## src/source/sbox_field_pkg.sv

```systemverilog
package sbox_field_pkg;

  ////////////////////////////////////////
  // Base field GF(2^2)
  ////////////////////////////////////////

  // Normal basis, so squaring is a bit swap.
  localparam int GF4_WIDTH = 2;

  typedef logic [GF4_WIDTH-1:0] gf4_t;

  ////////////////////////////////////////
  // Symbol field GF(2^6)
  ////////////////////////////////////////

  // Tower GF((2^2)^3), three base coefficients.
  localparam int GF4_PER_GF64 = 3;
  localparam int GF64_WIDTH   = GF4_WIDTH * GF4_PER_GF64;

  // Polynomial or tower basis, same width.
  typedef logic [GF64_WIDTH-1:0] gf64_t;

endpackage

```

## src/source/sbox_stream_pkg.sv

```systemverilog
package sbox_stream_pkg;

  ////////////////////////////////////////
  // Word layout
  ////////////////////////////////////////

  typedef sbox_field_pkg::gf64_t symbol_t;

  localparam int SYMBOL_WIDTH     = $bits(symbol_t);
  localparam int SYMBOLS_PER_WORD = 4;
  localparam int WORD_WIDTH       = SYMBOLS_PER_WORD * SYMBOL_WIDTH;

  typedef logic [WORD_WIDTH-1:0] word_t; // Symbol k in bits 6k+5:6k.

  ////////////////////////////////////////
  // Flow control
  ////////////////////////////////////////

  localparam int IN_DEPTH    = 4; // Also the upstream credits after reset.
  localparam int OUT_CREDITS = 3;

  typedef logic [$clog2(IN_DEPTH)-1:0]    in_ptr_t;
  typedef logic [$clog2(IN_DEPTH+1)-1:0]  in_count_t;
  typedef logic [$clog2(OUT_CREDITS+1)-1:0] credit_count_t;

endpackage

```

## src/source/sbox_power34.sv

```systemverilog
`timescale 1ns/1ps
module sbox_power34 (
  input  sbox_field_pkg::gf64_t x,
  output sbox_field_pkg::gf64_t y
);
  import sbox_field_pkg::*;

  function automatic gf4_t gf4_sq(input gf4_t a);
    gf4_sq = {a[0], a[1]};
  endfunction

  function automatic gf4_t gf4_mul(input gf4_t a, input gf4_t b);
    logic t;
    t = (a[0] & b[1]) ^ (a[1] & b[0]);
    gf4_mul = {(a[0] & b[0]) ^ t, (a[1] & b[1]) ^ t};
  endfunction

  gf64_t w; // Tower basis input.
  gf64_t p; // Tower basis result.
  gf4_t  c [GF4_PER_GF64];
  gf4_t  s [GF4_PER_GF64];
  gf4_t  m01;
  gf4_t  m02;
  gf4_t  m12;

  ////////////////////////////////////////
  // Polynomial to tower basis
  ////////////////////////////////////////

  assign w[0] = x[0] ^ x[1];
  assign w[1] = x[4] ^ x[5];
  assign w[2] = x[2] ^ x[4] ^ x[5];
  assign w[3] = x[5];
  assign w[4] = x[0] ^ x[3];
  assign w[5] = x[1] ^ x[2] ^ x[5];

  ////////////////////////////////////////
  // x^34 in GF((2^2)^3)
  ////////////////////////////////////////

  for (genvar i = 0; i < GF4_PER_GF64; i++) begin : g_coef
    assign c[i] = w[i*$bits(gf4_t) +: $bits(gf4_t)];
    assign s[i] = gf4_sq(c[i]);
  end

  assign m01 = gf4_mul(s[0], s[1]);
  assign m02 = gf4_mul(s[0], s[2]);
  assign m12 = gf4_mul(s[1], s[2]);

  assign p[1:0] = m12 ^ c[0] ^ c[1];
  assign p[3:2] = m02 ^ c[1] ^ c[2];
  assign p[5:4] = m01 ^ c[0] ^ c[2];

  // Back to the polynomial basis.
  assign y[0] = p[4];
  assign y[1] = p[0] ^ p[1] ^ p[2];
  assign y[2] = p[0];
  assign y[3] = p[3] ^ p[4];
  assign y[4] = p[0] ^ p[2] ^ p[3] ^ p[4];
  assign y[5] = p[0] ^ p[4] ^ p[5];

endmodule

```

## src/source/sbox_layer.sv

```systemverilog
`timescale 1ns/1ps
module sbox_layer (
  input  logic                   clk,
  input  logic                   rst,
  input  logic                   load,
  input  sbox_stream_pkg::word_t in_word,
  output logic                   out_valid,
  output sbox_stream_pkg::word_t out_word
);
  import sbox_stream_pkg::*;

  word_t sub_word;

  for (genvar k = 0; k < SYMBOLS_PER_WORD; k++) begin : g_sym
    symbol_t sym_in;
    symbol_t sym_out;

    assign sym_in = in_word[k*SYMBOL_WIDTH +: SYMBOL_WIDTH];

    sbox_power34 u_sbox (
      .x (sym_in),
      .y (sym_out)
    );

    assign sub_word[k*SYMBOL_WIDTH +: SYMBOL_WIDTH] = sym_out;
  end

  always_ff @(posedge clk) begin
    if (rst) begin
      out_valid <= 1'b0;
    end else begin
      out_valid <= load; // One cycle behind the issue.
    end
  end

  always_ff @(posedge clk) begin
    if (load) begin
      out_word <= sub_word;
    end
  end

endmodule

```

## src/source/credit_fifo.sv

```systemverilog
`timescale 1ns/1ps
module credit_fifo (
  input  logic                   clk,
  input  logic                   rst,
  input  logic                   push,
  input  sbox_stream_pkg::word_t push_data,
  input  logic                   pop,
  output logic                   not_empty,
  output sbox_stream_pkg::word_t head_data,
  output logic                   credit_return
);
  import sbox_stream_pkg::*;

  function automatic in_ptr_t ptr_next(input in_ptr_t ptr);
    ptr_next = (ptr == in_ptr_t'(IN_DEPTH - 1)) ? '0 : ptr + 1'b1;
  endfunction

  word_t     mem [IN_DEPTH];
  in_ptr_t   wr_ptr;
  in_ptr_t   rd_ptr;
  in_count_t count;

  ////////////////////////////////////////
  // Pointers and fill level
  ////////////////////////////////////////

  always_ff @(posedge clk) begin
    if (rst) begin
      wr_ptr        <= '0;
      rd_ptr        <= '0;
      count         <= '0;
      credit_return <= 1'b0;
    end else begin
      if (push) begin
        wr_ptr <= ptr_next(wr_ptr);
      end
      if (pop) begin
        rd_ptr <= ptr_next(rd_ptr);
      end
      case ({push, pop})
        2'b10:   count <= count + 1'b1;
        2'b01:   count <= count - 1'b1;
        default: count <= count;
      endcase
      credit_return <= pop; // Slot freed, hand the credit back.
    end
  end

  always_ff @(posedge clk) begin
    if (push) begin
      mem[wr_ptr] <= push_data;
    end
  end

  assign not_empty = (count != '0);
  assign head_data = mem[rd_ptr]; // First word out.

  ////////////////////////////////////////
  // Protocol checks
  ////////////////////////////////////////

  // Upstream sent a word without holding a credit.
  a_no_overflow: assert property (@(posedge clk) disable iff (rst)
    push |-> (count < IN_DEPTH))
    else $error("credit_fifo: push while full, count=%0d", count);

  // Issue control popped an empty buffer.
  a_no_underflow: assert property (@(posedge clk) disable iff (rst)
    pop |-> not_empty)
    else $error("credit_fifo: pop while empty");

endmodule

```

## src/source/credit_sender.sv

```systemverilog
`timescale 1ns/1ps
module credit_sender (
  input  logic clk,
  input  logic rst,
  input  logic ready_word,
  input  logic credit_in,
  output logic issue
);
  import sbox_stream_pkg::*;

  credit_count_t credits;

  assign issue = ready_word && (credits != '0);

  always_ff @(posedge clk) begin
    if (rst) begin
      credits <= credit_count_t'(OUT_CREDITS);
    end else begin
      case ({credit_in, issue})
        2'b10:   credits <= credits + 1'b1;
        2'b01:   credits <= credits - 1'b1;
        default: credits <= credits; // Return and spend cancel.
      endcase
    end
  end

  ////////////////////////////////////////
  // Credit checks
  ////////////////////////////////////////

  // Downstream never returns more credits than it was sent words.
  a_credit_limit: assert property (@(posedge clk) disable iff (rst)
    (credit_in && !issue) |-> (credits < OUT_CREDITS))
    else $error("credit_sender: credit overflow, credits=%0d", credits);

endmodule

```

## src/source/sbox_stream_top.sv

```systemverilog
`timescale 1ns/1ps
module sbox_stream_top (
  input  logic                   clk,
  input  logic                   rst,
  input  logic                   in_valid,
  input  sbox_stream_pkg::word_t in_data,
  output logic                   in_credit,
  output logic                   out_valid,
  output sbox_stream_pkg::word_t out_data,
  input  logic                   out_credit
);
  import sbox_stream_pkg::*;

  logic  not_empty;
  logic  issue;     // Pop and load in one.
  word_t head_data;

  credit_fifo u_in_fifo (
    .clk           (clk),
    .rst           (rst),
    .push          (in_valid),
    .push_data     (in_data),
    .pop           (issue),
    .not_empty     (not_empty),
    .head_data     (head_data),
    .credit_return (in_credit)
  );

  credit_sender u_out_credits (
    .clk        (clk),
    .rst        (rst),
    .ready_word (not_empty),
    .credit_in  (out_credit),
    .issue      (issue)
  );

  sbox_layer u_sbox_layer (
    .clk       (clk),
    .rst       (rst),
    .load      (issue),
    .in_word   (head_data),
    .out_valid (out_valid),
    .out_word  (out_data)
  );

endmodule

```

## config.mk

```make
export PLATFORM = sky130hd
export DESIGN_NAME = sbox_stream_top
export DESIGN_NICKNAME = d
export VERILOG_FILES = /design/src/source/sbox_field_pkg.sv /design/src/source/sbox_stream_pkg.sv /design/src/source/sbox_power34.sv /design/src/source/sbox_layer.sv /design/src/source/credit_fifo.sv /design/src/source/credit_sender.sv /design/src/source/sbox_stream_top.sv
export SDC_FILE = /design/constraint.sdc
export NUM_CORES = 1
export LEC_CHECK = 0
export BUFFER_PORTS_ARGS = -buffer_cell sky130_fd_sc_hd__buf_2
export CAP_MARGIN = 15
export CORE_UTILIZATION = 54
export DETAILED_ROUTE_END_ITERATION = 6
export HOLD_SLACK_MARGIN = 0.05
export PLACE_DENSITY_LB_ADDON = 0.15
export SLEW_MARGIN = 40
export SYNTH_ARGS = -nofsm -noshare
export SYNTH_HDL_FRONTEND = slang
export SYNTH_HIERARCHICAL = 1
export SYNTH_SLANG_ARGS = --single-unit
```

## constraint.sdc

```tcl
create_clock -name clk -period 2.7 [get_ports clk]
set_clock_uncertainty 0.05 [all_clocks]
set_input_delay 0.135 -clock clk [delete_from_list [all_inputs] [get_ports clk]]
set_output_delay 0.135 -clock clk [all_outputs]
set_load 0.05 [all_outputs]
```

==> Implementation_results.wiki, run 1 <==
{| class="wikitable"
! Metric !! Value
|-
| Worst Setup Start Kind || flop
|-
| Count of distinct cell types in the synthesized netlist || 38
|-
| Share of layout cells above drive strength 1 || around a third
|-
| Final setup margin || -2.33 ps
|-
| Drt first-iter violations || 250
|-
| DIE AREA || 0.0131 mm^2
|-
| Max Slew Vio Count || 0
|-
| Multiplexer area fraction after synthesis || 10.4%
|-
| Antenna diode instance count || 0
|-
| Required time of the critical path || 2810 ps
|-
| Routed Wire Length || 12700 um
|-
| CP max stage delay || between 500 and 600 ps
|-
| Synthesis Warnings || 6
|-
| Final number of hold-violating endpoints || 0
|-
| Slew headroom || a little under three quarters
|-
| Input/output buffers || 53
|-
| Sum of buffers and inverters on the critical path || 2
|-
| Clock-pin slew reported for the worst setup and hold paths after clock tree synthesis || ~50 ps
|-
| Die boundary height || between 100 and 150 um
|-
| Maximum count of clock buffers along a single path || 2
|-
| Setup repair after global routing missed its margin || yes
|-
| Number of buffers added by the clock tree synthesis step || 17
|-
| Net total in the final layout || 664
|-
| Worst path slowest cell || sky130_fd_sc_hd__mux4_2
|-
| Routing layer with the top usage in global route || met2
|-
| Width of the die || approximately 110 um
|-
| Met3 routing resource usage after global routing || roughly 5.3%
|-
| Failing checks || negative setup slack
|-
| Path category of the worst min-delay check || primary input to flop
|-
| Post-route non-filler standard cell count || around 800
|-
| Biggest fanout along the worst timing path || 9
|-
| DP Cell Count || between 700 and 800
|-
| Post-synthesis xor/xnor area fraction || 14.3%
|-
| Ordered list of cells on the worst path || buf_12 > mux4_2 > xnor2_4 > ha_4 > inv_4 > xnor2_2 > mux4_2 > a21oi_2 > xnor2_1
|-
| Synthesized area per cell || ~14 um^2
|-
| Cell types with the largest area share after synthesis || sky130_fd_sc_hd__edfxtp_1, sky130_fd_sc_hd__xnor2_1, sky130_fd_sc_hd__mux4_2
|-
| # clock sinks || around 130
|-
| Clock tree from TritonCTS || built
|-
| Antenna violations before repair || 0
|-
| Area share of the largest cell type after synthesis || a little over half
|-
| Area of the mapped netlist || 0.00685 mm^2
|-
| Post-detailed-route via-to-cell ratio || 5.25
|-
| Most common library cells after synthesis || sky130_fd_sc_hd__edfxtp_1, sky130_fd_sc_hd__xnor2_1, sky130_fd_sc_hd__mux4_2, sky130_fd_sc_hd__nand2_1
|-
| Placer Congestion || ~0.84
|-
| Average routed wire per standard cell || 15.9 um
|-
| Leftover overflow at the end of global routing || 0
|-
| Area delta synth->final || 28.9%
|-
| H-tree lvl count || 4
|-
| Share of async-settable or async-resettable flops after synthesis || 0%
|-
| Vias in the first global route || 4250
|-
| Post-DP HPWL || 8210 um
|-
| Synthesized Nets || around 520
|-
| EDFF count, synth || 120
|-
| Sequential fraction of the synthesis area || between 50% and 60%
|-
| Area fraction in compound gates after synthesis || under 10%
|-
| Post-Route Setup TNS || -2.33 ps
|-
| Area after detailed placement || 0.00778 mm^2
|-
| Clock root buffer master || sky130_fd_sc_hd__clkbuf_16
|-
| Worst setup path endpoint || u_sbox_layer/out_word[23]$_DFFE_PP_
|-
| DRC errors left || 0
|-
| Synth area leader || sky130_fd_sc_hd__edfxtp_1
|-
| Number of search-and-repair iterations in the first detailed-routing pass || 4
|-
| Met1 demand-to-capacity share in global routing || around a quarter
|-
| Share of synthesized cell area in full adder, half adder and majority cells || ~3.0%
|-
| Most common cell on crit path || sky130_fd_sc_hd__mux4_2
|-
| Number of instances in the synthesized netlist || between 400 and 500
|-
| Ys flop type || sky130_fd_sc_hd__edfxtp_1
|-
| Global-route wire length before repair || between 20000 and 25000 um
|-
| Tightest hold margin || ~150 ps
|-
| Antenna violation net count after detailed routing || 0
|-
| Global-route met2 utilization || about 36%
|-
| Signal arrival time at the worst endpoint || about 2800 ps
|-
| Reg2reg setup slack || -2 ps
|-
| Outcome || finished with violations
|-
| Finished layout cell area || between 0.008 and 0.009 mm^2
|-
| Final min period || about 2700 ps
|-
| Area inside the core boundary || about 0.012 mm^2
|-
| Top Ports || 54
|-
| Via count || 4196
|-
| Period utilization || 100%
|-
| Reported max-cap violation count || 0
|-
| Number of cell rows || 40
|-
| Timing-limited maximum frequency || 370 MHz
|-
| Flip-flop and latch count after synthesis || 133
|-
| Post-synthesis simple-gate area fraction || under 10%
|-
| Worst-skew pair later-pin latency || roughly 420 ps
|-
| CP Depth || 9
|-
| Dominant combinational cell family by area after synthesis || XOR/XNOR gates
|-
| Measured slew at the worst slew-check pin || about 430 ps
|-
| Crit path capture type || flop
|-
| Reg2Reg Depth || 9
|-
| Initial core utilization || 56.1%
|-
| All-Layer GR Usage || 21.4%
|-
| R2r endpoint || u_sbox_layer/out_word[23]$_DFFE_PP_
|-
| Final count of negative-setup-slack endpoints || 1
|-
| Most frequently used cell type in the post-synthesis netlist || sky130_fd_sc_hd__edfxtp_1
|-
| Pin count of the biggest net entering global routing || 29
|-
| Critical Setup Path Class || flop to flop
|-
| CP delay by family, top || multiplexers
|}
[state kept, by name, indices dropped and copies added, names as in the netlist, named ones only]
name and flops:
u_in_fifo/count 3, u_in_fifo/credit_return 1, u_in_fifo/mem 96, u_in_fifo/rd_ptr 2, u_in_fifo/wr_ptr 2, u_out_credits/credits 2
u_sbox_layer/out_valid 1, u_sbox_layer/out_word 24
[final cells by class]
class | instances | area, um^2
clock inverters | 12 | 163
clock buffers | 18 | 429
inverters | 13 | 58.8
repair buffers | 151 | 1120
fillers | 827 | 3380
well taps | 168 | 210
flip-flops and latches | 133 | 3870
multi-input cells | 304 | 2980
[how the worst min path moves through the flow]
stage	start	endpoint	slack (ps)	cells after the start
after floorplan	rst	u_sbox_layer/out_valid$_SDFF_PP0_	150	1
after global placement	in_data[21]	u_in_fifo/mem[1][21]$_DFFE_PP_	300	1
after detailed placement	in_data[9]	u_in_fifo/mem[0][9]$_DFFE_PP_	300	1
after CTS	out_credit	u_out_credits/credits[0]$_SDFFE_PP1P_	130	5
after global routing	out_credit	u_out_credits/credits[0]$_SDFFE_PP1P_	150	5
final	out_credit	u_out_credits/credits[0]$_SDFFE_PP1P_	150	5
[cells by family (layout without fill, tap and decap cells)]
kind of cell             after synthesis  in the layout
AO/OA/AOI/OAI                         74             74
XOR/XNOR                             100            100
adder cells (fa/ha/maj)               16             16
buffers and inverters                 40            194
flip-flops                           133            133
multiplexers                          35             35
AND/OR/NAND/NOR                       79             79
[routing by layer]
metal,vias up,wire [um],share of wire (%)
met5,-,0,0
met4,0,189,1.5
met3,17,508,4.0
met2,84,6430,51
met1,2037,5540,44
li1,2058,-,-
[worst reg2reg max path, stage by stage (launching register included)]
cell and delay [ps]:
sky130_fd_sc_hd__dfxtp_4 380, sky130_fd_sc_hd__buf_12 140, sky130_fd_sc_hd__mux4_2 570, sky130_fd_sc_hd__xnor2_4 180, sky130_fd_sc_hd__ha_4 290, sky130_fd_sc_hd__inv_4 50
sky130_fd_sc_hd__xnor2_2 120, sky130_fd_sc_hd__mux4_2 460, sky130_fd_sc_hd__a21oi_2 140, sky130_fd_sc_hd__xnor2_1 80
[per-stage QoR]
step                setup slack, ps  util, %
finish                        -2.33     72.3
global route                  -93.5     72.3
CTS                           -9.81     71.0
detailed placement            -53.6     63.7
global placement              -10.4     63.7
floorplan                     -65.3        -
[repair_timing]
| item | 4_1_cts | 5_1_grt |
|---|---|---|
| resized for setup | 3 | 18 |
| endpoints found under the setup margin | 7 | 15 |
| hold buffers | 26 | 0 |
| pin swaps | 0 | 2 |
| setup buffers | 4 | 4 |
| endpoints found under the hold margin | 106 | 0 |
[cells in the final DEF (no fill, tap or decap), types with 10 or more instances in the layout]
cell type / n
sky130_fd_sc_hd__xnor2_1: 66
sky130_fd_sc_hd__nand2_1: 24
sky130_fd_sc_hd__a21oi_1: 21
sky130_fd_sc_hd__edfxtp_1: 120
sky130_fd_sc_hd__xnor2_4: 12
sky130_fd_sc_hd__clkbuf_16: 17
sky130_fd_sc_hd__xor2_1: 14
sky130_fd_sc_hd__nor2_1: 23
sky130_fd_sc_hd__o21ai_0: 17
sky130_fd_sc_hd__nand3_1: 12
sky130_fd_sc_hd__mux4_2: 26
sky130_fd_sc_hd__dfxtp_1: 11
sky130_fd_sc_hd__buf_2: 53
sky130_fd_sc_hd__dlygate4sd3_1: 26
sky130_fd_sc_hd__buf_4: 67
sky130_fd_sc_hd__ha_1: 10
Power of run 1 is not shown: default switching activity piles up to over one toggle a cycle in this logic, so the estimate is an artifact.
==> inputs of run 2 (changes only) <==
--- a/config.mk
+++ b/config.mk
@@ -5,7 +5,7 @@
 export SDC_FILE = /design/constraint.sdc
 export NUM_CORES = 1
 export LEC_CHECK = 0
-export BUFFER_PORTS_ARGS = -buffer_cell sky130_fd_sc_hd__buf_2
+export BUFFER_PORTS_ARGS = -buffer_cell sky130_fd_sc_hd__clkbuf_2
 export CAP_MARGIN = 15
 export CORE_UTILIZATION = 54
 export DETAILED_ROUTE_END_ITERATION = 6
==> run 2 against run 1 <==
  * The flow still finishes with violations (negative setup slack)
  * Setup slack got worse by 2.5 ps
  * Fmax about the same
  * Largest cell class unchanged
  * Flip-flop and latch count unchanged
  * Critical path depth unchanged
  * Die area unchanged
  * Sequential share of layout area increased by 0.56 points
  * Cell count decreased by 0.63%
  * Critical endpoint is now u_sbox_layer/out_word[5]$_DFFE_PP_
==> Implementation_results.wiki, run 2 (synthesis gave the netlist of run 1 again) <==
{| class="wikitable"
! Metric !! Value
|-
| Biggest fanout along the worst timing path || 4 (-5)
|-
| DRC errors left || 0 (unchanged)
|-
| Area inside the core boundary || 0.0122 mm^2 (unchanged)
|-
| Measured slew at the worst slew-check pin || 407 ps (-26.8 ps)
|-
| Post-DP HPWL || 8300 um (+1.1%)
|-
| Clock-pin slew reported for the worst setup and hold paths after clock tree synthesis || 50 ps (about the same)
|-
| Most flop-heavy register || u_in_fifo/mem
|-
| Final setup margin || -4.83 ps (-2.50 ps)
|-
| # clock sinks || 133 (unchanged)
|-
| Flip-flop count of the largest register, all copies and words added || 96 (unchanged)
|-
| Input/output buffers || 53 (unchanged)
|-
| Global-route wire length before repair || 20800 um (about the same)
|-
| Number of search-and-repair iterations in the first detailed-routing pass || 4 (unchanged)
|-
| Slew headroom || 72.8% (+1.8 points)
|-
| Layout filler cell count || 826 (-0.12%)
|-
| Hold Path Stages || 5 (unchanged)
|-
| Final number of hold-violating endpoints || 0 (unchanged)
|-
| Average routed wire per standard cell || 16.0 um (+0.71%)
|-
| Share of layout cells above drive strength 1 || 33.9% (-0.37 points)
|-
| Via count || 4213 (+0.41%)
|-
| Setup repair after global routing missed its margin || yes
|-
| Period utilization || 100% (about the same)
|-
| Pin count of the biggest net entering global routing || 29 (unchanged)
|-
| Failing checks || negative setup slack
|-
| Number of cell rows || 40 (unchanged)
|-
| Max Slew Vio Count || 0 (unchanged)
|-
| Final count of negative-setup-slack endpoints || 1 (unchanged)
|-
| Most frequent cells in the layout || sky130_fd_sc_hd__edfxtp_1, sky130_fd_sc_hd__xnor2_1, sky130_fd_sc_hd__buf_4, sky130_fd_sc_hd__clkbuf_2, sky130_fd_sc_hd__dlygate4sd3_1
|-
| Reported max-cap violation count || 0 (unchanged)
|-
| Width of the die || 115 um (unchanged)
|-
| Timing-limited maximum frequency || 370 MHz (about the same)
|-
| Signal arrival time at the worst endpoint || 2800 ps (-20 ps)
|-
| Top Ports || 54 (unchanged)
|-
| H-tree lvl count || 4 (unchanged)
|-
| Die boundary height || 115 um (unchanged)
|-
| Routed Wire Length || 12700 um (about the same)
|-
| Reg2Reg Depth || 9 (unchanged)
|-
| Area of the multi-input gates || 0.00299 mm^2 (+0.25%)
|-
| DIE AREA || 0.0131 mm^2 (unchanged)
|-
| Leading cell type in the layout, fill and taps excluded || sky130_fd_sc_hd__edfxtp_1
|-
| Finished layout cell area || 0.00872 mm^2 (-1.3%)
|-
| Biggest regs || u_in_fifo/mem x96, u_sbox_layer/out_word x24, u_in_fifo/count x3
|-
| Net total in the final layout || 658 (-0.90%)
|-
| Area after detailed placement || 0.00769 mm^2 (-1.1%)
|-
| Clock root buffer master || sky130_fd_sc_hd__clkbuf_16
|-
| Placer Congestion || 0.811 (-3.7%)
|-
| Path category of the worst min-delay check || primary input to flop
|-
| Clock tree from TritonCTS || built
|-
| Leftover overflow at the end of global routing || 0 (unchanged)
|-
| Area delta synth->final || 27.2%
|-
| Antenna violation net count after detailed routing || 0 (unchanged)
|-
| Maximum count of clock buffers along a single path || 2 (unchanged)
|-
| Initial core utilization || 56.1% (unchanged)
|-
| Antenna violations before repair || 0 (unchanged)
|-
| Final min period || 2700 ps (+2.50 ps)
|-
| Antenna diode instance count || 0 (unchanged)
|-
| Critical Setup Path Class || flop to flop
|-
| Post-detailed-route via-to-cell ratio || 5.31 (+1.0%)
|-
| Required time of the critical path || 2800 ps (about the same)
|-
| Total area of sequential cells || 0.00387 mm^2 (unchanged)
|-
| Vias in the first global route || 4315 (+1.5%)
|-
| Worst Setup Start Kind || flop
|-
| Share of the core filled with cells in the final layout || 71.4% (-0.91 points)
|-
| Crit path capture type || flop
|-
| All-Layer GR Usage || 21.2% (-0.18 points)
|-
| Outcome || finished with violations
|-
| Drt first-iter violations || 230 (-8.0%)
|-
| Worst-skew pair later-pin latency || 410 ps (about the same)
|-
| Number of buffers added by the clock tree synthesis step || 17 (unchanged)
|}
## run 2: area by class of cell
| cell class | instances | share of cell area (%) |
|---|---|---|
| Timing Repair Buffer | 145 | 12.0 |
| Inverter | 13 | 0.675 |
| Clock buffer | 21 | 5.05 |
| Sequential cell | 133 | 44.4 |
| Multi-Input combinational cell | 304 | 34.3 |
| Tap cell | 168 | 2.41 |
| Clock inverter | 10 | 1.25 |
## run 2: critical path: stages, from the launching register on
cell and delay (ps):
sky130_fd_sc_hd__dfxtp_4 370, sky130_fd_sc_hd__buf_6 130, sky130_fd_sc_hd__mux4_2 580, sky130_fd_sc_hd__xnor2_4 180, sky130_fd_sc_hd__ha_4 290, sky130_fd_sc_hd__inv_4 50
sky130_fd_sc_hd__xnor2_2 120, sky130_fd_sc_hd__mux4_2 460, sky130_fd_sc_hd__a21oi_2 130, sky130_fd_sc_hd__xnor2_1 90
## run 2: what timing repair did
item / 4_1_cts / 5_1_grt
pin swaps: 0 / 7
setup buffers: 4 / 5
endpoints found under the hold margin: 103 / 0
setup endpoints to repair: 7 / 11
resized for setup: 3 / 21
hold buffers: 27 / 0
## run 2: path summary, 6_finish.rpt
kind	start	end	slack, ps
worst max-delay path	flop	u_sbox_layer/out_word[5]$_DFFE_PP_	-5
worst min-delay path	out_credit	u_out_credits/credits[0]$_SDFFE_PP1P_	140
worst max register to register	flop	u_sbox_layer/out_word[5]$_DFFE_PP_	-5
worst min register to register	u_in_fifo/count[2]$_SDFFE_PP0P_	u_in_fifo/count[2]$_SDFFE_PP0P_	440
## run 2: metal layers
| layer | wire, um | track usage, % |
|---|---|---|
| met4 | 153 | 7.71 |
| met3 | 464 | 4.71 |
| met5 | 0 | 0 |
| met2 | 6670 | 37.1 |
| met1 | 5390 | 25.9 |
## run 2: per-stage QoR
step           hold WS (ps)  worst slack, ps  std cells  setup TNS [ps]
3_3_place_gp            297            -1.37        727           -1.37
4_1_cts                 116             3.53        789               0
3_5_place_dp            303            -43.7        727            -205
6_report                144            -4.83        794           -4.83
5_1_grt                 151            -75.0        794            -390
2_1_floorplan           149            -65.3        477            -246
Power of run 2 is left out for the same reason.
